[src/hw/step_calc_pkg.sv]
`default_nettype none

package step_calc_pkg;

  localparam int NUM_CH = 249;
  localparam int CH_W = 8;
  localparam int PHASE_W = 8;
  localparam int STEPS_W = 16;

  // latency of each pipeline block, from phase input to rate output
  localparam int FOLD_LAT = 2;
  localparam int DIV_LAT = STEPS_W;
  localparam int DIST_LAT = 2;
  localparam int PIPE_LAT = FOLD_LAT + DIV_LAT + DIST_LAT;

  // width of the drain timer that covers the whole pipeline
  localparam int DRAIN_W = $clog2(PIPE_LAT);

  typedef logic [PHASE_W-1:0] phase_t;
  typedef logic [STEPS_W-1:0] steps_t;
  typedef logic [CH_W-1:0] ch_t;

  typedef enum logic [1:0] {
    CLEAR,
    IDLE,
    RUN,
    DRAIN
  } seq_state_t;

endpackage

`default_nettype wire

[src/hw/channel_sequencer.sv]
`timescale 1ns/1ps
`default_nettype none

module channel_sequencer (
  input var CLK,
  input var reset_out,
  input var frame_start,
  output logic busy,
  output logic ch_clear,
  output logic ch_step,
  input var step_calc_pkg::ch_t ch_idx,
  input var ch_last,
  output logic drain_start,
  input var drain_done,
  output logic ch_valid,
  output logic clr_en,
  output step_calc_pkg::ch_t clr_addr,
  output step_calc_pkg::steps_t steps_hold,
  input var step_calc_pkg::steps_t completion_steps
);

  step_calc_pkg::seq_state_t state;
  step_calc_pkg::seq_state_t state_nxt;
  logic start_ok;

  // a start outside IDLE is dropped
  assign start_ok = (state == step_calc_pkg::IDLE) && frame_start;

  always_comb begin
    state_nxt = state;
    case (state)
      step_calc_pkg::CLEAR: if (ch_last) state_nxt = step_calc_pkg::IDLE;
      step_calc_pkg::IDLE:  if (frame_start) state_nxt = step_calc_pkg::RUN;
      step_calc_pkg::RUN:   if (ch_last) state_nxt = step_calc_pkg::DRAIN;
      step_calc_pkg::DRAIN: if (drain_done) state_nxt = step_calc_pkg::IDLE;
      default:              state_nxt = step_calc_pkg::IDLE;
    endcase
  end

  always_ff @(posedge CLK) begin
    if (reset_out) begin
      state <= step_calc_pkg::CLEAR;
    end else begin
      state <= state_nxt;
    end
  end

  // the step count is the divisor for every channel of the frame
  always_ff @(posedge CLK) begin
    if (reset_out) begin
      steps_hold <= '0;
    end else if (start_ok) begin
      steps_hold <= completion_steps;
    end
  end

  assign busy = (state != step_calc_pkg::IDLE);
  assign ch_clear = (state == step_calc_pkg::IDLE);
  assign ch_step = (state == step_calc_pkg::CLEAR) || (state == step_calc_pkg::RUN);
  assign ch_valid = (state == step_calc_pkg::RUN);
  assign drain_start = (state == step_calc_pkg::RUN) && ch_last;
  assign clr_en = (state == step_calc_pkg::CLEAR);
  assign clr_addr = ch_idx;

endmodule

`default_nettype wire

[config.mk]
export PLATFORM = sky130hd
export DESIGN_NAME = channel_sequencer
export DESIGN_NICKNAME = d
export VERILOG_FILES = /design/src/hw/step_calc_pkg.sv /design/src/hw/channel_sequencer.sv
export SDC_FILE = /design/constraint.sdc
export NUM_CORES = 1
export LEC_CHECK = 0
export BUFFER_PORTS_ARGS = -buffer_cell sky130_fd_sc_hd__buf_2
export CAP_MARGIN = 20
export CORE_UTILIZATION = 39
export DETAILED_ROUTE_END_ITERATION = 8
export GPL_ROUTABILITY_DRIVEN = 0
export PLACE_DENSITY = 0.77
export SKIP_LAST_GASP = 1
export SLEW_MARGIN = 20
export SYNTH_ARGS = -nofsm -noshare
export SYNTH_HDL_FRONTEND = slang
export SYNTH_SLANG_ARGS = --single-unit
[constraint.sdc]
create_clock -name CLK -period 1.9 [get_ports CLK]
set_input_delay 0.475 -clock CLK [delete_from_list [all_inputs] [get_ports CLK]]
set_output_delay 0.475 -clock CLK [all_outputs]
set_load 0.03 [all_outputs]
==> metrics <==
status finished, final reports clean; share of layout cells above drive strength 1 38.5%; buffers added on ports 42; first-pass GRT wire length 2510 um; Worst R2R Setup Slack 0.11 ns; Final setup viols 0; PwrDens 1360 nW/um^2; worst hold path type input port to register; Core Region 1940 um^2; Gate Count Post-Synth 101; area added between synthesis and finish 26.8%; critical path class register to output port; CP Max Fanout 4; Setup TNS Final 0 ns; Routed Antenna Nets 0; H-tree lvl count 1; clock-pin slew on the worst setup and hold paths 0.10 ns; Final Cycle Share 95.8%; critical path launch point type register; hold-fix buffers at CTS 0; Peak VDD IR 0.676 mV; CTS tree built; insertion delay to the later sink of the worst-skew pair 0.28 ns; crit path launch state[0]; max_cap viols 0; LEAKAGE 0.498 nW; hold_sp completion_steps[1]; CTS Sinks 18; GRT Residual Overflow 0; Arr. time, crit path 1.35 ns; Netlist Area Pre-Place 802 um^2; Routed WL per cell 10.0 um; chip height 47.4 um; cells taking the most area after synthesis dfxtp_1, nand2_1, a21oi_1; post-DR vias/cell 4.57; slew margin rel. 63.1%; CTS Buffer Depth 2; Yosys warnings 0; CP max stage delay 0.37 ns; CP endpoint kind output port; largest net degree at the start of global routing 21; die width 47.4 um; syn_area_per_cell 7.94 um^2; nets 170; Power Total 0.00138 W; Synth area leader dfxtp_1; Final Slew Violations 0; sequential element share of the synthesized area 44.9%; fmax 549 MHz; Inserted Diodes 0; clock skew 0.000789 ns; distinct cell type count after synthesis 15; cts bufs inserted 3; Max stage delay cell, worst path dfxtp_2; Mapped Nets 135; io pins 59; critical path cell sequence inv_1, ha_2, or2_4, buf_2; Hold Fails Final Rpt 0; CTS root buffer clkbuf_4; initial antenna violation count 0; FP Rows 16; Initial Util 41.3%; fin crit period 1.82 ns; total wire length 1620 um; Total Routing Usage GR 16.1%; Critical R2R Launch state[0]; critical path data required time 1.42 ns; DR vias 740; Seq cells post-synth 18; drt first pass iters 4; share of the synthesized area in the top cell type 44.9%; Tightest Pin Transition 0.554 ns; Post-route DRC 0; vias in the first global route 643; die area 2240 um^2; DR iter-0 viols 6; HPWL Detailed 1200 um
## cells in the final DEF (no fill, tap or decap)
cell / n
dfxtp_1: 16
a21oi_1: 16
ha_1: 3
inv_1: 6
nor2_1: 2
clkbuf_8: 1
nand2b_1: 2
buf_4: 1
ha_2: 2
mux2i_1: 1
or2_4: 1
mux2_1: 1
dfxtp_2: 2
a222oi_1: 1
buf_2: 42
nand2_1: 33
clkbuf_4: 3
and2_1: 2
## path summary, 6_finish.rpt
check,endpoint,depth (start not counted)
worst min register to register,steps_hold[4],2
worst max register to register,state[0],5
worst min-delay path,steps_hold[1],3
worst max-delay path,ch_step,4
## per-stage QoR
step | util, % | hold WS [ns] | std cells | setup WS (ns) | cell area, um^2
3_3_place_gp | 50.0 | 0.439 | 157 | 0.145 | 971
4_1_cts | 51.9 | 0.402 | 161 | 0.0179 | 1010
3_5_place_dp | 50.0 | 0.447 | 157 | 0.0311 | 971
2_1_floorplan | - | 0.484 | 101 | 0.0298 | 807
6_report | 52.4 | 0.413 | 162 | 0.0799 | 1020
5_1_grt | 52.4 | 0.404 | 162 | -0.00277 | 1020
## where the power goes
part / internal [W] / switching [W] / total, W
clock network: 0.000117 / 0.000112 / 0.000228
registers: 0.000446 / 0.0000402 / 0.000486
logic: 0.000224 / 0.000441 / 0.000665
## kinds of logic after synthesis
kind of cell	after synthesis	share of synthesized area [%]
muxes	2	2.65
buffers and inverters	19	12.8
adders and majority gates	5	7.80
and+or+nand+nor	40	20.6
AOI/OAI and AO/OA	17	11.2
DFF	18	44.9
## cell type report
class / instances / area [um^2]
fill: 221 / 925
clock buffer: 4 / 36.3
inverter: 6 / 22.5
sequential: 18 / 363
tap: 27 / 33.8
timing repair buffer: 43 / 218
multi-input combinational: 64 / 344
## synth_stat cells (all sizes together)
library cell  count
nand2            33
dfxtp            18
a21oi            16
buf               9
inv               6
ha                5
clkbuf            4
and2              2
nand2b            2
nor2              2
a222oi            1
mux2              1
mux2i             1
or2               1
## flip-flops by register name, indices dropped and copies added (netlist names)
register    cells
steps_hold     16
state           2
## per-layer routing
| layer | wire [um] | vias to the layer above | global-route usage [%] |
|---|---|---|---|
| li1 | - | 377 | - |
| met1 | 689 | 316 | 18.3 |
| met2 | 760 | 39 | 25.8 |
| met3 | 141 | 8 | 3.08 |
| met4 | 32 | 0 | 13.1 |
| met5 | 0 | - | 0 |
## worst max-delay path, delay by kind of cell (launching register included)
family	cells	cell delay (ns)
simple gates	1	0.24
fa+ha+maj	1	0.19
buf+inv	2	0.25
flops	1	0.37
## what timing repair did
action	4_1_cts	5_1_grt
endpoints found under the setup margin	0	2
resized for setup	0	2
buffers inserted	0	1
Note: power is estimated with default switching activity, not from simulation.
