--- src/hw/step_calc_pkg.sv ---
`default_nettype none

package step_calc_pkg;

  localparam int NUM_CH = 249;
  localparam int CH_W = 8;
  localparam int PHASE_W = 8;
  localparam int STEPS_W = 16;

  // latency of each pipeline block, from phase input to rate output
  localparam int FOLD_LAT = 2;
  localparam int DIV_LAT = STEPS_W;
  localparam int DIST_LAT = 2;
  localparam int PIPE_LAT = FOLD_LAT + DIV_LAT + DIST_LAT;

  // width of the drain timer that covers the whole pipeline
  localparam int DRAIN_W = $clog2(PIPE_LAT);

  typedef logic [PHASE_W-1:0] phase_t;
  typedef logic [STEPS_W-1:0] steps_t;
  typedef logic [CH_W-1:0] ch_t;

  typedef enum logic [1:0] {
    CLEAR,
    IDLE,
    RUN,
    DRAIN
  } seq_state_t;

endpackage

`default_nettype wire

--- src/hw/step_bus_if.sv ---
`timescale 1ns/1ps
`default_nettype none

interface step_bus_if;

  logic valid;
  step_calc_pkg::ch_t ch;
  logic changed;
  // dividend on the fold side, quotient and remainder on the divider side
  step_calc_pkg::steps_t dividend;
  step_calc_pkg::steps_t quotient;
  step_calc_pkg::steps_t remainder;

  modport src (
    output valid,
    output ch,
    output changed,
    output dividend,
    output quotient,
    output remainder
  );

  modport dst (
    input valid,
    input ch,
    input changed,
    input dividend,
    input quotient,
    input remainder
  );

endinterface

`default_nettype wire

--- src/hw/phase_mem.sv ---
`timescale 1ns/1ps
`default_nettype none

module phase_mem #(
  parameter int WIDTH = 8
) (
  input var CLK,
  input var step_calc_pkg::ch_t rd_addr,
  output logic [WIDTH-1:0] rd_data,
  input var wr_en,
  input var step_calc_pkg::ch_t wr_addr,
  input var [WIDTH-1:0] wr_data
);

  logic [WIDTH-1:0] mem [step_calc_pkg::NUM_CH];

  // a read and a write to the same address return the old word
  always_ff @(posedge CLK) begin
    if (wr_en) begin
      mem[wr_addr] <= wr_data;
    end
    rd_data <= mem[rd_addr];
  end

endmodule

`default_nettype wire

--- src/hw/remainder_dist.sv ---
`timescale 1ns/1ps
`default_nettype none

module remainder_dist (
  input var CLK,
  input var reset_out,
  step_bus_if.dst in,
  input var clr_en,
  input var step_calc_pkg::ch_t clr_addr,
  output logic rate_valid,
  output step_calc_pkg::ch_t rate_ch,
  output step_calc_pkg::steps_t update_rate
);

  logic s1_valid;
  step_calc_pkg::ch_t s1_ch;
  logic s1_changed;
  step_calc_pkg::steps_t s1_quo;
  step_calc_pkg::steps_t s1_rem;
  step_calc_pkg::steps_t rem_rd;

  step_calc_pkg::steps_t rate_nxt;
  step_calc_pkg::steps_t rem_nxt;

  logic wr_en;
  step_calc_pkg::ch_t wr_addr;
  step_calc_pkg::steps_t wr_data;

  phase_mem #(
    .WIDTH(step_calc_pkg::STEPS_W)
  ) u_rem_mem (
    .CLK    (CLK),
    .rd_addr(in.ch),
    .rd_data(rem_rd),
    .wr_en  (wr_en),
    .wr_addr(wr_addr),
    .wr_data(wr_data)
  );

  always_ff @(posedge CLK) begin
    s1_ch <= in.ch;
    s1_changed <= in.changed;
    s1_quo <= in.quotient;
    s1_rem <= in.remainder;
    if (reset_out) begin
      s1_valid <= 1'b0;
    end else begin
      s1_valid <= in.valid;
    end
  end

  // a new target restarts the spread with the fresh remainder
  always_comb begin
    if (s1_changed) begin
      rate_nxt = s1_quo;
      rem_nxt = s1_rem;
    end else if (rem_rd != '0) begin
      rate_nxt = s1_quo + 1'b1;
      rem_nxt = rem_rd - 1'b1;
    end else begin
      rate_nxt = s1_quo;
      rem_nxt = '0;
    end
  end

  assign wr_en = clr_en || s1_valid;
  assign wr_addr = clr_en ? clr_addr : s1_ch;
  assign wr_data = clr_en ? '0 : rem_nxt;

  always_ff @(posedge CLK) begin
    rate_ch <= s1_ch;
    update_rate <= rate_nxt;
    if (reset_out) begin
      rate_valid <= 1'b0;
    end else begin
      rate_valid <= s1_valid;
    end
  end

endmodule

`default_nettype wire

--- src/flat_wrapper.sv ---
// flat-port wrapper written by rule: the top's interface ports become plain ports
module remainder_dist_flat 
  (CLK, reset_out, clr_en, clr_addr, rate_valid, rate_ch, update_rate, in_valid, in_ch, in_changed, in_dividend, in_quotient, in_remainder);
  step_bus_if in_i ();
  input var CLK;
  input var reset_out;
  input var clr_en;
  input var step_calc_pkg::ch_t clr_addr;
  output logic rate_valid;
  output step_calc_pkg::ch_t rate_ch;
  output step_calc_pkg::steps_t update_rate;
  input wire logic [$bits(in_i.valid)-1:0] in_valid;
  input wire logic [$bits(in_i.ch)-1:0] in_ch;
  input wire logic [$bits(in_i.changed)-1:0] in_changed;
  input wire logic [$bits(in_i.dividend)-1:0] in_dividend;
  input wire logic [$bits(in_i.quotient)-1:0] in_quotient;
  input wire logic [$bits(in_i.remainder)-1:0] in_remainder;
  assign in_i.valid = in_valid;
  assign in_i.ch = in_ch;
  assign in_i.changed = in_changed;
  assign in_i.dividend = in_dividend;
  assign in_i.quotient = in_quotient;
  assign in_i.remainder = in_remainder;
  remainder_dist u_core (.CLK(CLK), .reset_out(reset_out), .in(in_i), .clr_en(clr_en), .clr_addr(clr_addr), .rate_valid(rate_valid), .rate_ch(rate_ch), .update_rate(update_rate));
endmodule
--- config.mk ---
export PLATFORM = sky130hd
export DESIGN_NAME = remainder_dist_flat
export DESIGN_NICKNAME = d
export VERILOG_FILES = /design/src/hw/step_calc_pkg.sv /design/src/hw/step_bus_if.sv /design/src/hw/phase_mem.sv /design/src/hw/remainder_dist.sv /design/src/flat_wrapper.sv
export SDC_FILE = /design/constraint.sdc
export NUM_CORES = 2
export LEC_CHECK = 0
export BUFFER_PORTS_ARGS = -buffer_cell sky130_fd_sc_hd__buf_2
export CAP_MARGIN = 25
export CORE_ASPECT_RATIO = 1.4
export CORE_MARGIN = 2
export CORE_UTILIZATION = 59
export CTS_CLUSTER_SIZE = 25
export DETAILED_ROUTE_END_ITERATION = 8
export PLACE_DENSITY = 0.78
export RECOVER_POWER = 25
export SLEW_MARGIN = 40
export SYNTH_ARGS = -nofsm -noshare
export SYNTH_HDL_FRONTEND = slang
export SYNTH_SLANG_ARGS = --single-unit
export TNS_END_PERCENT = 5
--- constraint.sdc ---
create_clock -name CLK -period 11.15 [get_ports CLK]
set_clock_uncertainty 0.15 [all_clocks]
set_input_delay 0 -clock CLK [delete_from_list [all_inputs] [get_ports CLK]]
set_output_delay 0 -clock CLK [all_outputs]
set_load 0.05 [all_outputs]
==> out/qor.yml <==
status: "complete, but fails checks"
violations: "max-capacitance violations, max-slew violations"
drtIter0Drc: 12804
pre_cts_slack_ps: 6312
wl_met2_um: 204900
r2r_cells: 10
grt_use_total_pct: 31.23
die_area_um2: 266900
hp-start: "clr_addr[2]"
synthesis.nets: 6618
synth-main-ff-cell: "edfxtp_1"
clockBufferDepth: 4
rsz0062_at_grt: "no"
ir_drop_mv: 0.1293
io_pins: 94
critPathArrivalTime_ps: 6920
power_frac_seq_pct: 54.6
antenna_found_initial: 19
cp_max_fo: 96
timing.rr.end: "u_core.u_rem_mem.mem[40][9]$_DFFE_PP_"
synthDistinctLibCells: 61
ys_seq_area_share_pct: 78.25
final_common_cell: "edfxtp_1"
core_um2: 261400
die_h_um: 610.5
hold_path_depth: 5
p_sw_share_pct: 21.57
hold_path.class: "in2reg"
portBuffers: 77
clkLatencyLatePin_ps: 920
slew-limit-headroom_pct: -236.4
finalCritPeriodShare_pct: 58.07
power.density_nw_per_um2: 179.8
hold_buffers: 88
synth_edf_count: 3984
root_buffer: "clkbuf_16"
fin_area_um2: 173800
r2r_setup_slack_ps: 4680
r2r_start: "u_core.u_rem_mem.rd_data[0]$_DFF_P_"
areaGrowthSynthToFinish_pct: 12.13
cp-end-kind: "flop"
p_switching_uw: 6740
ant_nets: 0
drc: 0
worstMarginPinSlew_ps: 5046
routed.top_layer: "met5"
finalHoldViolCount: 0
cts_tree: "done"
fin_nets: 7172
fill_cells: 15112
layout_setup_ws_ps: 4676
via_per_inst: 7.152
setup_viol: 0
dp.cells: 10112
cts.sinks: 4067
p_leak_uw: 0.05451
worstSetupPathType: "reg2reg"
drv_cap: 36
cts_inserted_buffers: 361
dieWidth_um: 437.2
async_reset_ff_share_pct: 0
worstSetupStartpointType: "flop"
vias: 77792
tns_ps: 0
dr_wl_met3_um: 49890
syn_area_um2: 155000
placed_cell_area_um2: 161900
p_comb_share_pct: 5.8
clockPowerShare_pct: 39.7
grt_start_max_net_pins: 113
instances_no_fill: 10877
p_int_uw: 24500
post_cts_buffers: 0
wl_met1_um: 133800
grt_pass1_wl_um: 584600
finalWorstPathRequiredPeriod_ps: 6474
wl_per_cell_um: 38.46
required_ps: 11600
dp_hpwl_um: 218900
path_clk_slew_ps: 70
setup.worst_path.start: "u_core.u_rem_mem.rd_data[0]$_DFF_P_"
min_to: "u_core.u_rem_mem.mem[196][6]$_DFFE_PP_"
drtPass1Iterations: 6
layout_common_cells: "3984 x edfxtp_1, 1176 x mux4_2, 376 x clkbuf_16"
yosys_warnings: 0
max_freq_mhz: 154.5
synthCells: 6547
cts_htree_levels: 5
maxSlewViolCount: 1014
rows: 222
grt_remaining_overflow: 0
routed_wl_um: 418300
grt_pass1_vias: 78346
drive_gt1_share_pct: 28.14
cts-resized-gates: 0
syn_avg_cell_area_um2: 23.68
gp_congestion: 0.8892
start_util_pct: 59.30
synth_seq_cells: 4067
[sequential cells by signal, indices dropped and copies added (netlist names)]
name and flops:
u_core.s1_valid 1, u_core.s1_quo 16, u_core.u_rem_mem.rd_data 16, u_core.s1_changed 1, u_core.rate_ch 8, u_core.rate_valid 1, u_core.u_rem_mem.mem 3984, u_core.s1_rem 16
u_core.s1_ch 8, u_core.update_rate 16
[power groups by stage]
stage / clock network, µW / logic, µW / registers [µW]
global placement: 0 / 1620 / 17400
detailed placement: 0 / 1710 / 17400
floorplan: 0 / 1010 / 17500
finish: 12400 / 1800 / 17000
global route: 13000 / 1850 / 17000
CTS: 12400 / 1760 / 17000
[layout make-up]
class	instances	area (µm²)	area share [%]
diodes	13	32.53	0.01872
multi-input cells	2108	32310	18.59
repair buffers	546	4223	2.430
clock inverters	192	1670	0.9611
well taps	3472	4344	2.499
clock buffers	462	9842	5.663
inverters	17	78.83	0.04535
flip-flops and latches	4067	121300	69.79
[cells by family after synthesis]
| logic type | after synthesis | synth area share, % |
|---|---|---|
| muxes | 1269 | 17.69 |
| AOI/OAI and AO/OA | 294 | 1.371 |
| adders and majority gates | 2 | 0.01614 |
| buffers and inverters | 372 | 1.151 |
| and+or+nand+nor | 517 | 1.369 |
| xor gates and xnor gates | 26 | 0.1469 |
| DFF | 4067 | 78.25 |
[through the flow]
| stage | hold WS (ps) | power [µW] | utilization [%] |
|---|---|---|---|
| global route | 31.33 | 31850 | 66.48 |
| finish | 76.35 | 31240 | 66.49 |
| floorplan | -122.3 | 18490 | - |
| CTS | 18.65 | 31240 | 66.67 |
| detailed placement | -46.43 | 19070 | 61.93 |
| global placement | -44.57 | 18980 | 61.68 |
[synthesized netlist by cell type (12+ instances only)]
cell type,number,area [µm²]
a21oi_1,38,190.2
a22o_1,36,315.3
a22oi_1,56,420.4
buf_1,34,127.6
buf_2,100,500.5
buf_4,28,210.2
buf_6,21,236.5
clkbuf_1,172,645.6
dfxtp_1,83,1662
edfxtp_1,3984,119600
inv_1,14,52.55
mux2i_1,87,870.8
mux4_2,1176,26490
nand2_1,140,525.5
nand3_1,22,110.1
nor2_1,291,1092
nor3_1,12,60.06
o211ai_1,20,150.1
o21ai_0,34,170.2
o221ai_1,20,175.2
o22ai_1,20,125.1
o32ai_1,13,113.9
xnor2_1,15,131.4
[layer usage]
layer / vias to the layer above / GRT usage (%)
li1: 29092 / -
met1: 40701 / 39.33
met2: 6615 / 49.63
met3: 1370 / 7.700
met4: 14 / 18.90
met5: - / 0
[critical path, cell delays in order, from the launching register on]
cell      delay [ps]
dfxtp_1          330
inv_1             60
ha_1             220
nand2b_1         110
nand2b_1         260
nor3_1           120
a21oi_1          490
a22oi_1          210
nor2_4           140
clkbuf_1        3200
buf_6            800
[worst max-delay path by stage]
stage / cells past startpoint / end / slack, ps
after floorplan: 9 / u_core.u_rem_mem.mem[0][10]$_DFFE_PP_ / 1040
final: 10 / u_core.u_rem_mem.mem[40][9]$_DFFE_PP_ / 4680
after global placement: 10 / u_core.u_rem_mem.rd_data[1]$_DFF_P_ / 6060
after global routing: 10 / u_core.u_rem_mem.mem[32][9]$_DFFE_PP_ / 4340
after CTS: 11 / u_core.u_rem_mem.rd_data[1]$_DFF_P_ / 6640
after detailed placement: 10 / u_core.u_rem_mem.rd_data[7]$_DFF_P_ / 6310
No activity file was read; power rests on OpenSTA's default activity.
