==> config.mk <==
export PLATFORM = sky130hd
export DESIGN_NAME = phase_fold_flat
export DESIGN_NICKNAME = d
export VERILOG_FILES = /design/src/hw/step_calc_pkg.sv /design/src/hw/step_bus_if.sv /design/src/hw/phase_mem.sv /design/src/hw/phase_fold.sv /design/src/flat_wrapper.sv
export SDC_FILE = /design/constraint.sdc
export NUM_CORES = 2
export LEC_CHECK = 0
export BUFFER_PORTS_ARGS = -buffer_cell sky130_fd_sc_hd__buf_4
export CORE_ASPECT_RATIO = 0.6
export CORE_MARGIN = 1.5
export CORE_UTILIZATION = 45
export CTS_CLUSTER_DIAMETER = 40
export DETAILED_ROUTE_END_ITERATION = 7
export SLEW_MARGIN = 20
export SYNTH_ARGS = -nofsm -noshare
export SYNTH_HDL_FRONTEND = slang
export SYNTH_SLANG_ARGS = --single-unit
==> constraint.sdc <==
create_clock -name CLK -period 24.2 [get_ports CLK]
set_input_delay 3.63 -clock CLK [delete_from_list [all_inputs] [get_ports CLK]]
set_output_delay 3.63 -clock CLK [all_outputs]
set_load 0.05 [all_outputs]
==> src/hw/step_calc_pkg.sv <==
`default_nettype none

package step_calc_pkg;

  localparam int NUM_CH = 249;
  localparam int CH_W = 8;
  localparam int PHASE_W = 8;
  localparam int STEPS_W = 16;

  // latency of each pipeline block, from phase input to rate output
  localparam int FOLD_LAT = 2;
  localparam int DIV_LAT = STEPS_W;
  localparam int DIST_LAT = 2;
  localparam int PIPE_LAT = FOLD_LAT + DIV_LAT + DIST_LAT;

  // width of the drain timer that covers the whole pipeline
  localparam int DRAIN_W = $clog2(PIPE_LAT);

  typedef logic [PHASE_W-1:0] phase_t;
  typedef logic [STEPS_W-1:0] steps_t;
  typedef logic [CH_W-1:0] ch_t;

  typedef enum logic [1:0] {
    CLEAR,
    IDLE,
    RUN,
    DRAIN
  } seq_state_t;

endpackage

`default_nettype wire

==> src/hw/step_bus_if.sv <==
`timescale 1ns/1ps
`default_nettype none

interface step_bus_if;

  logic valid;
  step_calc_pkg::ch_t ch;
  logic changed;
  // dividend on the fold side, quotient and remainder on the divider side
  step_calc_pkg::steps_t dividend;
  step_calc_pkg::steps_t quotient;
  step_calc_pkg::steps_t remainder;

  modport src (
    output valid,
    output ch,
    output changed,
    output dividend,
    output quotient,
    output remainder
  );

  modport dst (
    input valid,
    input ch,
    input changed,
    input dividend,
    input quotient,
    input remainder
  );

endinterface

`default_nettype wire

==> src/hw/phase_mem.sv <==
`timescale 1ns/1ps
`default_nettype none

module phase_mem #(
  parameter int WIDTH = 8
) (
  input var CLK,
  input var step_calc_pkg::ch_t rd_addr,
  output logic [WIDTH-1:0] rd_data,
  input var wr_en,
  input var step_calc_pkg::ch_t wr_addr,
  input var [WIDTH-1:0] wr_data
);

  logic [WIDTH-1:0] mem [step_calc_pkg::NUM_CH];

  // a read and a write to the same address return the old word
  always_ff @(posedge CLK) begin
    if (wr_en) begin
      mem[wr_addr] <= wr_data;
    end
    rd_data <= mem[rd_addr];
  end

endmodule

`default_nettype wire

==> src/hw/phase_fold.sv <==
`timescale 1ns/1ps
`default_nettype none

module phase_fold (
  input var CLK,
  input var reset_out,
  input var ch_valid,
  input var step_calc_pkg::ch_t ch_idx,
  input var step_calc_pkg::phase_t phase,
  input var clr_en,
  input var step_calc_pkg::ch_t clr_addr,
  step_bus_if.src out
);

  logic s1_valid;
  step_calc_pkg::ch_t s1_ch;
  step_calc_pkg::phase_t s1_phase;
  step_calc_pkg::phase_t tgt_rd;
  step_calc_pkg::phase_t dist_rd;

  step_calc_pkg::phase_t diff;
  step_calc_pkg::phase_t dist_new;
  step_calc_pkg::phase_t dist_sel;
  logic changed;

  logic wr_en;
  step_calc_pkg::ch_t wr_addr;
  step_calc_pkg::phase_t tgt_wr;
  step_calc_pkg::phase_t dist_wr;

  phase_mem #(
    .WIDTH(step_calc_pkg::PHASE_W)
  ) u_tgt_mem (
    .CLK    (CLK),
    .rd_addr(ch_idx),
    .rd_data(tgt_rd),
    .wr_en  (wr_en),
    .wr_addr(wr_addr),
    .wr_data(tgt_wr)
  );

  phase_mem #(
    .WIDTH(step_calc_pkg::PHASE_W)
  ) u_dist_mem (
    .CLK    (CLK),
    .rd_addr(ch_idx),
    .rd_data(dist_rd),
    .wr_en  (wr_en),
    .wr_addr(wr_addr),
    .wr_data(dist_wr)
  );

  always_ff @(posedge CLK) begin
    s1_ch <= ch_idx;
    s1_phase <= phase;
    if (reset_out) begin
      s1_valid <= 1'b0;
    end else begin
      s1_valid <= ch_valid;
    end
  end

  // the shorter way around the circle, so 128 stays 128
  assign diff = s1_phase - tgt_rd;
  assign changed = (diff != '0);
  assign dist_new = diff[step_calc_pkg::PHASE_W-1] ? (8'd0 - diff) : diff;
  assign dist_sel = changed ? dist_new : dist_rd;

  assign wr_en = clr_en || (s1_valid && changed);
  assign wr_addr = clr_en ? clr_addr : s1_ch;
  assign tgt_wr = clr_en ? '0 : s1_phase;
  assign dist_wr = clr_en ? '0 : dist_new;

  always_ff @(posedge CLK) begin
    out.ch <= s1_ch;
    out.changed <= changed;
    out.dividend <= {dist_sel, 8'h00};
    if (reset_out) begin
      out.valid <= 1'b0;
    end else begin
      out.valid <= s1_valid;
    end
  end

  // result lanes are filled in by the divider
  assign out.quotient = '0;
  assign out.remainder = '0;

endmodule

`default_nettype wire

==> src/flat_wrapper.sv <==
// flat-port wrapper written by rule: the top's interface ports become plain ports
module phase_fold_flat 
  (CLK, reset_out, ch_valid, ch_idx, phase, clr_en, clr_addr, out_valid, out_ch, out_changed, out_dividend, out_quotient, out_remainder);
  step_bus_if out_i ();
  input var CLK;
  input var reset_out;
  input var ch_valid;
  input var step_calc_pkg::ch_t ch_idx;
  input var step_calc_pkg::phase_t phase;
  input var clr_en;
  input var step_calc_pkg::ch_t clr_addr;
  output wire logic [$bits(out_i.valid)-1:0] out_valid;
  output wire logic [$bits(out_i.ch)-1:0] out_ch;
  output wire logic [$bits(out_i.changed)-1:0] out_changed;
  output wire logic [$bits(out_i.dividend)-1:0] out_dividend;
  output wire logic [$bits(out_i.quotient)-1:0] out_quotient;
  output wire logic [$bits(out_i.remainder)-1:0] out_remainder;
  assign out_valid = out_i.valid;
  assign out_ch = out_i.ch;
  assign out_changed = out_i.changed;
  assign out_dividend = out_i.dividend;
  assign out_quotient = out_i.quotient;
  assign out_remainder = out_i.remainder;
  phase_fold u_core (.CLK(CLK), .reset_out(reset_out), .ch_valid(ch_valid), .ch_idx(ch_idx), .phase(phase), .clr_en(clr_en), .clr_addr(clr_addr), .out(out_i));
endmodule
==> flow_summary.yaml <==
yosys:
  synth_top_flop_cell: "edfxtp_1"
  synth_top_area_cell: "edfxtp_1"
  synth_cells: 7027
  seq_area_frac_synth_pct: 77.3
  ys_types: 82
  ys_seq_elements: 4035
  synth_edf_count: 3984
  yosys_warnings: 0
  syn_area_mm2: 0.156
  syn_area_per_cell_um2: 22.2
  synth_area_leaders: "edfxtp_1, mux4_2, mux2i_1, nor2_1, dfxtp_1"
  synth-async-reset-ratio_pct: 0
  synth.top_cell.area_share_pct: 76.6
min_path:
  hold_start: "u_core.s1_ch[1]"
  holdPathStages: 0
  min_path_type: "reg -> reg"
  hold_end: "u_core.out.ch[1]"
timing:
  grt_setup_unrepaired: "no"
  max_freq_mhz: 121
  final_hold_viol_count: 0
  finClkSkew_ps: 56.6
  fin_crit_sh_pct: 34.2
  slew_violations: 0
  slew_headroom_pct: 12.0
  setup_tns_ps: 0
  tightest_slew_ps: 1320
  finalSetupViolCount: 0
  period_needed_ps: 8290
drt:
  finalWirelength_mm: 450
  ant_nets: 0
  avgRoutedWirePerCell_um: 36.0
  drc: 6
  drt-pass1-iter-count: 8
  first_iter_violations: 13477
  num_vias: 79520
  vias_per_cell: 6.36
worst_setup_path:
  worstPathArrival_ps: 9090
  worstPathRequired_ps: 25010
  cp_common_cell: "buf_4"
  cp_max_fo: 78
  start_kind: "input port"
  slowest_stage: "buf_4"
  r2r_end: "u_core.u_dist_mem.mem[14][5]"
  worstSetupPathType: "in -> reg"
  worstRegToRegCells: 11
  reg2reg_from: "u_core.u_tgt_mem.rd_data[4]"
  critPathCaptureType: "flop"
  rrSetupSlack_ps: 18770
  worstPathCellList: "buf_16 > buf_4 > buf_4 > buf_4 > buf_4 > mux4_2 > mux2i_1 > o21ai_0 > a211oi_2 > or3_1 > a221oi_2"
  critPathMaxStageDelay_ps: 770
cells_and_area:
  final_nets: 7540
  layout_common_cells: "edfxtp_1, mux4_2, buf_4, clkbuf_16, mux2i_1"
  areaGrowthSynthToFinish_pct: 13.5
  final_common_cell: "edfxtp_1"
  fillers: 26707
  layout-drive-gt1-share_pct: 29.5
  fin_util_pct: 51.3
global_route:
  grt_pass1_wl_mm: 619
  grt_overflow: 0
  grt_antenna_before_repair: 29
  track_usage_pct: 25.3
  grt_max_degree: 218
  first_global_vias: 75634
power:
  power_leakage_uw: 0.0585
  power_density_mw_per_mm2: 88.1
  vdd_drop_max_mv: 0.0659
clock_tree:
  cts-root-buf: "clkbuf_16"
  post_cts_buffers: 0
  cts_buffers: 403
  h-tree-depth: 5
  path_clk_slew_ps: 70
  clock_latency_ps: 970
  clockBufferDepth: 4
  cts_tree: "done"
  cts_resized: 0
  cts.sinks: 4035
  cts_hold_buffers: 0
placed_design:
  place_congestion: 0.884
  portBuffers: 45
  hpwlAfterDp_mm: 272
floorplanning:
  dieArea_mm2: 0.351
  rows: 167
  die_h_um: 459
  coreArea_mm2: 0.345
  start_util_pct: 45.2
  ioPinCount: 86
  die_w_um: 763
status:
  status: "finished, violations left"
  violations: "DRC"
flow_run:
  cap_viol_max_count: 0
cells by family (layout without fill, tap and decap cells):
logic type / after synthesis / count (layout) / synth area share [%]
compound gates: 535 / 535 / 2.41
flops: 4035 / 4035 / 77.3
mux: 1256 / 1256 / 16.2
xor+xnor: 7 / 7 / 0.0393
buf+inv: 461 / 1236 / 1.98
other cells: 1 / 48 / 0.00240
simple gates: 722 / 722 / 1.97
fa+ha+maj: 10 / 10 / 0.0850
where the power goes:
part | internal, uW | total (uW) | switching [uW]
clock | 3650 | 6440 | 2790
combinational | 272 | 1150 | 880
sequential | 7990 | 8020 | 24.6
worst max-delay path: cells and delay by family:
family | cells | cell delay [ps]
buffers and inverters | 5 | 3260
AOI/OAI and AO/OA | 3 | 970
muxes | 2 | 740
and+or+nand+nor | 1 | 330
how the worst max path moves through the flow:
stage | cells past startpoint | slack (ps) | startpoint | endpoint
3_3_place_gp | 11 | 14250 | ch_idx[0] | u_core.u_dist_mem.rd_data[4]
4_1_cts | 10 | 15760 | ch_idx[0] | u_core.u_dist_mem.rd_data[3]
2_1_floorplan | 4 | 11800 | clr_en | u_core.u_dist_mem.mem[0][6]
3_5_place_dp | 10 | 14720 | ch_idx[0] | u_core.u_dist_mem.rd_data[3]
6_report | 11 | 15910 | ch_idx[0] | u_core.u_dist_mem.rd_data[4]
5_1_grt | 10 | 15440 | ch_idx[0] | u_core.u_dist_mem.rd_data[3]
metrics by stage:
stage	instance area, um2	setup WS [ps]	total power, uW	hold slack, ps	cells
2_1_floorplan	156000	11800	8870	351	7066
3_3_place_gp	163000	14250	9250	390	11726
3_5_place_dp	163000	14720	9290	390	11738
4_1_cts	177000	15760	15600	395	12482
5_1_grt	177000	15440	16000	407	12490
6_report	177000	15910	15600	402	12496
flip-flops by register name, indices dropped and copies added (netlist names), 8 cells and up:
name and flops:
u_core.u_tgt_mem.mem 1992, u_core.s1_ch 8, u_core.out.ch 8, u_core.s1_phase 8, u_core.u_dist_mem.mem 1992, u_core.u_tgt_mem.rd_data 8
u_core.u_dist_mem.rd_data 8, u_core.out.dividend 8
layer usage:
| layer | routed length (um) | part of all wire, % | vias up | track usage, % |
|---|---|---|---|---|
| met5 | 36 | 0.0080 | - | 0 |
| met4 | 11400 | 2.5 | 8 | 6.09 |
| met3 | 63700 | 14 | 651 | 8.52 |
| met2 | 185000 | 41 | 5259 | 33.9 |
| met1 | 190000 | 42 | 42936 | 39.8 |
| li1 | - | - | 30666 | - |
area by class of cell:
type	instances	area (um2)	share of cell area [%]
Antenna cell	8	20.0	0.0113
Clock buffer	475	10600	5.96
Clock inverter	269	2960	1.67
Inverter	27	119	0.0671
Multi-Input combinational cell	2570	33200	18.8
Sequential cell	4035	121000	68.1
Tap cell	4647	5810	3.28
Timing Repair Buffer	465	3850	2.17
synth_stat cells, types with 6 or more instances:
library cell	instances
nand4_1	14
and3_1	6
buf_1	13
mux4_2	1008
nor2b_1	16
buf_8	24
o211ai_1	12
a211oi_1	29
edfxtp_1	3984
a211o_1	7
o21ai_0	65
mux2i_1	229
buf_6	54
a22oi_1	65
and2_1	22
o22ai_1	82
nand2_1	223
o22a_1	6
a31oi_1	29
a2111oi_0	10
o221ai_1	55
mux2_2	11
ha_1	9
buf_2	142
nor3_1	32
nor2_1	321
mux4_1	8
o32ai_1	6
inv_1	26
dfxtp_1	51
a21oi_1	84
nor4_1	13
or3_1	8
nand3_1	45
buf_4	79
buf_12	13
a21o_1	15
clkbuf_1	109
(Power assumes the default switching activity.)
