`src/hw/step_calc_pkg.sv`:
```
`default_nettype none

package step_calc_pkg;

  localparam int NUM_CH = 249;
  localparam int CH_W = 8;
  localparam int PHASE_W = 8;
  localparam int STEPS_W = 16;

  // latency of each pipeline block, from phase input to rate output
  localparam int FOLD_LAT = 2;
  localparam int DIV_LAT = STEPS_W;
  localparam int DIST_LAT = 2;
  localparam int PIPE_LAT = FOLD_LAT + DIV_LAT + DIST_LAT;

  // width of the drain timer that covers the whole pipeline
  localparam int DRAIN_W = $clog2(PIPE_LAT);

  typedef logic [PHASE_W-1:0] phase_t;
  typedef logic [STEPS_W-1:0] steps_t;
  typedef logic [CH_W-1:0] ch_t;

  typedef enum logic [1:0] {
    CLEAR,
    IDLE,
    RUN,
    DRAIN
  } seq_state_t;

endpackage

`default_nettype wire

```
`src/hw/step_bus_if.sv`:
```
`timescale 1ns/1ps
`default_nettype none

interface step_bus_if;

  logic valid;
  step_calc_pkg::ch_t ch;
  logic changed;
  // dividend on the fold side, quotient and remainder on the divider side
  step_calc_pkg::steps_t dividend;
  step_calc_pkg::steps_t quotient;
  step_calc_pkg::steps_t remainder;

  modport src (
    output valid,
    output ch,
    output changed,
    output dividend,
    output quotient,
    output remainder
  );

  modport dst (
    input valid,
    input ch,
    input changed,
    input dividend,
    input quotient,
    input remainder
  );

endinterface

`default_nettype wire

```
`src/hw/step_divider.sv`:
```
`timescale 1ns/1ps
`default_nettype none

module step_divider (
  input var CLK,
  input var reset_out,
  input var step_calc_pkg::steps_t steps_hold,
  step_bus_if.dst in,
  step_bus_if.src out
);

  step_calc_pkg::steps_t rem_q [step_calc_pkg::DIV_LAT];
  step_calc_pkg::steps_t num_q [step_calc_pkg::DIV_LAT];
  step_calc_pkg::ch_t ch_q [step_calc_pkg::DIV_LAT];
  logic chg_q [step_calc_pkg::DIV_LAT];
  logic [step_calc_pkg::DIV_LAT-1:0] vld_q;

  // one restoring step, num shifts dividend bits out at the top and quotient bits in below
  function automatic logic [2*step_calc_pkg::STEPS_W-1:0] div_step(
    input step_calc_pkg::steps_t rem_in,
    input step_calc_pkg::steps_t num_in,
    input step_calc_pkg::steps_t divisor
  );
    logic [step_calc_pkg::STEPS_W:0] trial;
    step_calc_pkg::steps_t rem_out;
    step_calc_pkg::steps_t num_out;
    trial = {rem_in, num_in[step_calc_pkg::STEPS_W-1]};
    if (trial >= {1'b0, divisor}) begin
      rem_out = step_calc_pkg::steps_t'(trial - {1'b0, divisor});
      num_out = {num_in[step_calc_pkg::STEPS_W-2:0], 1'b1};
    end else begin
      rem_out = trial[step_calc_pkg::STEPS_W-1:0];
      num_out = {num_in[step_calc_pkg::STEPS_W-2:0], 1'b0};
    end
    return {rem_out, num_out};
  endfunction

  // a zero divisor passes every trial, so the quotient is all ones and the remainder the dividend
  always_ff @(posedge CLK) begin
    {rem_q[0], num_q[0]} <= div_step('0, in.dividend, steps_hold);
    ch_q[0] <= in.ch;
    chg_q[0] <= in.changed;
    for (int s = 1; s < step_calc_pkg::DIV_LAT; s++) begin
      {rem_q[s], num_q[s]} <= div_step(rem_q[s-1], num_q[s-1], steps_hold);
      ch_q[s] <= ch_q[s-1];
      chg_q[s] <= chg_q[s-1];
    end
  end

  always_ff @(posedge CLK) begin
    if (reset_out) begin
      vld_q <= '0;
    end else begin
      vld_q <= {vld_q[step_calc_pkg::DIV_LAT-2:0], in.valid};
    end
  end

  assign out.valid = vld_q[step_calc_pkg::DIV_LAT-1];
  assign out.ch = ch_q[step_calc_pkg::DIV_LAT-1];
  assign out.changed = chg_q[step_calc_pkg::DIV_LAT-1];
  assign out.quotient = num_q[step_calc_pkg::DIV_LAT-1];
  assign out.remainder = rem_q[step_calc_pkg::DIV_LAT-1];
  // every dividend bit has been consumed by the last stage
  assign out.dividend = '0;

endmodule

`default_nettype wire

```
`src/flat_wrapper.sv`:
```
// flat-port wrapper written by rule: the top's interface ports become plain ports
module step_divider_flat 
  (CLK, reset_out, steps_hold, in_valid, in_ch, in_changed, in_dividend, in_quotient, in_remainder, out_valid, out_ch, out_changed, out_dividend, out_quotient, out_remainder);
  step_bus_if in_i ();
  step_bus_if out_i ();
  input var CLK;
  input var reset_out;
  input var step_calc_pkg::steps_t steps_hold;
  input wire logic [$bits(in_i.valid)-1:0] in_valid;
  input wire logic [$bits(in_i.ch)-1:0] in_ch;
  input wire logic [$bits(in_i.changed)-1:0] in_changed;
  input wire logic [$bits(in_i.dividend)-1:0] in_dividend;
  input wire logic [$bits(in_i.quotient)-1:0] in_quotient;
  input wire logic [$bits(in_i.remainder)-1:0] in_remainder;
  output wire logic [$bits(out_i.valid)-1:0] out_valid;
  output wire logic [$bits(out_i.ch)-1:0] out_ch;
  output wire logic [$bits(out_i.changed)-1:0] out_changed;
  output wire logic [$bits(out_i.dividend)-1:0] out_dividend;
  output wire logic [$bits(out_i.quotient)-1:0] out_quotient;
  output wire logic [$bits(out_i.remainder)-1:0] out_remainder;
  assign in_i.valid = in_valid;
  assign in_i.ch = in_ch;
  assign in_i.changed = in_changed;
  assign in_i.dividend = in_dividend;
  assign in_i.quotient = in_quotient;
  assign in_i.remainder = in_remainder;
  assign out_valid = out_i.valid;
  assign out_ch = out_i.ch;
  assign out_changed = out_i.changed;
  assign out_dividend = out_i.dividend;
  assign out_quotient = out_i.quotient;
  assign out_remainder = out_i.remainder;
  step_divider u_core (.CLK(CLK), .reset_out(reset_out), .steps_hold(steps_hold), .in(in_i), .out(out_i));
endmodule
```
`config.mk`:
```
export PLATFORM = sky130hd
export DESIGN_NAME = step_divider_flat
export DESIGN_NICKNAME = d
export VERILOG_FILES = /design/src/hw/step_calc_pkg.sv /design/src/hw/step_bus_if.sv /design/src/hw/step_divider.sv /design/src/flat_wrapper.sv
export SDC_FILE = /design/constraint.sdc
export NUM_CORES = 1
export LEC_CHECK = 0
export ABC_AREA = 1
export BUFFER_PORTS_ARGS = -buffer_cell sky130_fd_sc_hd__buf_2
export CAP_MARGIN = 20
export CORE_ASPECT_RATIO = 1.5
export CORE_MARGIN = 1
export CORE_UTILIZATION = 45
export CTS_CLUSTER_DIAMETER = 40
export DETAILED_ROUTE_END_ITERATION = 16
export SLEW_MARGIN = 20
export SYNTH_ARGS = -nofsm -noshare
export SYNTH_HDL_FRONTEND = slang
export SYNTH_SLANG_ARGS = --single-unit
export TNS_END_PERCENT = 100
```
`constraint.sdc`:
```
create_clock -name CLK -period 2 [get_ports CLK]
set_input_delay 0 -clock CLK [delete_from_list [all_inputs] [get_ports CLK]]
set_output_delay 0 -clock CLK [all_outputs]
set_load 0.005 [all_outputs]
```
==> flow_summary.json <==
{
  "startpoint": "steps_hold[13]",
  "top_usage_layer": "met2",
  "synth.avg_cell_area_um2": 7.11,
  "cts_max_level": 3,
  "hold_ws_ns": 0.00746,
  "dieArea_um2": 76200,
  "period_needed_ns": 1.93,
  "final.setup_skew_ns": 0.0298,
  "cp_max_fo": 18,
  "seq_area_um2": 13500,
  "reg2reg_depth": 12,
  "cts_root_buf": "clkbuf_16",
  "synthSimpleGateAreaFrac_pct": 34.2,
  "antenna_found_initial": 1,
  "required_ns": 2.54,
  "design_area_um2": 41300,
  "hold_class": "input pin to flip-flop",
  "grt_use_met2_pct": 47.1,
  "grt_util_met1_pct": 25.8,
  "fmax_ghz": 0.518,
  "synth_xor_area_share_pct": 2.44,
  "io_pins": 134,
  "grt_pass1_wl_um": 148000,
  "synth-seq-cells": 672,
  "async_flop_share_pct": 0,
  "synth-adder-area-share_pct": 9.85,
  "rr_endpoint": "u_core.rem_q[26]",
  "arrival_ns": 2.47,
  "clock_path_buffers": 3,
  "synth_edf_count": 0,
  "placed_area_um2": 37000,
  "period_share_pct": 96.5,
  "ir_drop_uv": 745,
  "ys.flop_type": "dfxtp_1",
  "setup_ws_ns": 0.0695,
  "tritoncts": "built",
  "critical_path_class": "input pin to flip-flop",
  "r2r-start": "u_core.rem_q[39]",
  "worst_slew_margin_rel_pct": 61.1,
  "grt.overflow.total": 0,
  "fp.dieW_um": 226,
  "rsz0062_at_grt": "yes",
  "synthMuxAreaShare_pct": 0,
  "core_um2": 74000,
  "initial_core_util_pct": 45.6,
  "tightest_slew_ns": 0.584,
  "maxSlewViolCount": 0,
  "pre_cts_ws_ns": -0.108,
  "numCtsBuffers": 81,
  "drv_cap": 0,
  "ant_nets": 0,
  "synth_cell_type_count": 41,
  "startpoint_type": "input pin",
  "grt_max_degree": 20,
  "p_leak_nw": 22.8,
  "r2r_setup_slack_ns": 0.09,
  "wirelength_um": 95300,
  "hold_viol_final": 0,
  "synthesis.area_um2": 33800,
  "port_buffers": 85,
  "power_per_cell_area_nw_per_um2": 1150,
  "fp.dieH_um": 338,
  "dp_hpwl_um": 73300,
  "gr-usage-met3_pct": 3.61,
  "synthCells": 4754,
  "diodes": 0,
  "ys_warn_count": 0,
  "num_rows": 122,
  "fin_nets": 5499,
  "end_kind": "flip-flop",
  "synth-seq-area-share_pct": 39.8,
  "clk_latency_ns": 0.65,
  "syn2layout_area_growth_pct": 22.1,
  "grt_pass1_vias": 29014,
  "fill_cells": 7067,
  "final_layout_size_suffix_gt1_share_pct": 13.9,
  "wl_per_cell_um": 15.3,
  "cts.sinks": 672,
  "drcViolationCount": 0,
  "vias_per_cell": 4.80,
  "min_from": "in_dividend[12]",
  "synth_compound_area_share_pct": 2.64,
  "setup.worst_path.end": "u_core.rem_q[240]",
  "cts.clk_slew.worst_paths_ns": 0.06,
  "grt_usage_pct": 25.2,
  "synth_top_family_by_area": "simple AND/OR/NAND/NOR gates",
  "status": "completed",
  "drt_first_iter_violations": 1505,
  "drtPass1Iterations": 5,
  "gp_congestion": 0.963,
  "vias": 29886,
  "setup_viol": 0,
  "multi_input_area_um2": 17200
}
[area by class of cell]
| cell class | instances | area share [%] |
|---|---|---|
| Clock buffer | 95 | 5.21 |
| Clock inverter | 53 | 1.76 |
| Inverter | 760 | 6.92 |
| Multi-Input combinational cell | 3221 | 41.7 |
| Sequential cell | 672 | 32.7 |
| Tap cell | 992 | 3.01 |
| Timing Repair Buffer | 430 | 8.72 |
[per-layer routing]
metal | part of all wire, % | routed length, µm | vias up
li1 | - | - | 15461
met1 | 38 | 36200 | 13461
met2 | 52 | 49200 | 663
met3 | 3.7 | 3570 | 301
met4 | 6.6 | 6320 | 0
met5 | 0 | 0 | -
[worst max-delay path, cell delays in order]
cell           delay [ns]
dlygate4sd3_1        0.54
buf_2                0.13
nor4_1               0.25
dlygate4sd3_1        0.58
nand3_1              0.12
buf_12               0.18
nand2_1              0.06
dlygate4sd3_1        0.54
o21ai_0              0.07
[cell usage in the layout, fill, tap and decap left out, types with 7 or more instances in the layout]
| cell | count |
|---|---|
| nor2_2 | 19 |
| clkbuf_16 | 81 |
| conb_1 | 16 |
| clkbuf_8 | 7 |
| buf_4 | 245 |
| o21a_1 | 13 |
| ha_2 | 10 |
| xor2_1 | 72 |
| fa_1 | 11 |
| or2_2 | 9 |
| inv_1 | 752 |
| and2_1 | 11 |
| inv_8 | 12 |
| dfxtp_1 | 654 |
| xnor2_1 | 22 |
| ha_1 | 203 |
| nor3_1 | 39 |
| nand2_4 | 12 |
| nand2_2 | 42 |
| nor2_4 | 18 |
| dfxtp_2 | 18 |
| nand3_2 | 22 |
| dlygate4sd3_1 | 61 |
| nand3_1 | 399 |
| clkinv_8 | 9 |
| buf_12 | 32 |
| nand3b_1 | 26 |
| nor2_1 | 187 |
| a21oi_1 | 134 |
| buf_2 | 85 |
| nand2_1 | 1812 |
| ha_4 | 29 |
| nand4_1 | 63 |
| clkbuf_1 | 7 |
| inv_6 | 7 |
| inv_2 | 8 |
[synthesized netlist by cell type, types with 2 or more instances]
cell type / count / area share, %
a21boi_1: 2 / 0.044
a21oi_1: 134 / 2.0
and2_1: 11 / 0.20
and3_1: 5 / 0.093
buf_12: 3 / 0.18
buf_2: 24 / 0.36
buf_4: 65 / 1.4
buf_6: 16 / 0.53
clkbuf_1: 3 / 0.033
clkbuf_2: 5 / 0.074
dfxtp_1: 672 / 40
fa_1: 15 / 0.89
ha_1: 242 / 9.0
inv_1: 755 / 8.4
inv_2: 5 / 0.056
nand2_1: 1824 / 20
nand2_2: 31 / 0.57
nand2_4: 15 / 0.50
nand3_1: 403 / 6.0
nand3_2: 18 / 0.53
nand3_4: 2 / 0.10
nand3b_1: 26 / 0.58
nand4_1: 63 / 1.2
nor2_1: 198 / 2.2
nor2_2: 9 / 0.17
nor2_4: 17 / 0.57
nor3_1: 41 / 0.61
nor3_2: 4 / 0.12
nor3b_2: 4 / 0.15
nor4_2: 2 / 0.074
o21a_1: 13 / 0.29
o21ai_0: 5 / 0.074
o21ai_1: 3 / 0.044
o21bai_1: 9 / 0.20
or2_1: 4 / 0.074
or2_2: 9 / 0.17
xnor2_1: 22 / 0.57
xor2_1: 72 / 1.9
[registers in the layout, indices dropped and copies added, names as in the netlist]
register	cells
u_core.ch_q	128
u_core.chg_q	16
u_core.num_q	240
u_core.out.quotient	16
u_core.out.remainder	16
u_core.rem_q	240
u_core.vld_q	16
[what timing repair did]
action / in CTS / in global routing
endpoints found under the setup margin: 3 / 150
hold buffers: 61 / 0
buffers inserted: 0 / 14
pin swaps: 0 / 6
gates resized for setup: 1 / 115
cloned: 0 / 0
hold endpoints to repair: 59 / 0
[through the flow]
step | instances | util, % | setup TNS, ns | power, W
2_1_floorplan | 4769 | - | 0 | 0.0268
3_3_place_gp | 6000 | 50.0 | -2.74 | 0.0319
3_5_place_dp | 6000 | 50.0 | -4.68 | 0.0320
4_1_cts | 6209 | 54.7 | 0 | 0.0474
5_1_grt | 6223 | 55.7 | -0.0266 | 0.0507
6_report | 6223 | 55.7 | 0 | 0.0475
[logic make-up (layout without fill, tap and decap cells)]
kind of cell / count (synthesis) / after routing
xor+xnor: 94 / 94
compound gates: 166 / 166
buf+inv: 876 / 1338
flops: 672 / 672
simple gates: 2688 / 2688
fa+ha+maj: 257 / 257
other cells: 1 / 16
[worst min path at each step]
stage / end / cells past startpoint
6_report: u_core.num_q[253] / 2
4_1_cts: u_core.num_q[253] / 2
3_3_place_gp: u_core.num_q[250] / 1
5_1_grt: u_core.num_q[253] / 2
2_1_floorplan: u_core.ch_q[0][0] / 0
3_5_place_dp: u_core.ch_q[0][0] / 1
[power breakdown]
| group | internal (W) | leakage (nW) | switching (W) |
|---|---|---|---|
| Clock | 0.00884 | 1.40 | 0.00633 |
| Combinational | 0.00644 | 15.8 | 0.00967 |
| Sequential | 0.0151 | 5.58 | 0.00116 |
| Total | 0.0304 | 22.8 | 0.0172 |
No activity file was read; power rests on OpenSTA's default activity.
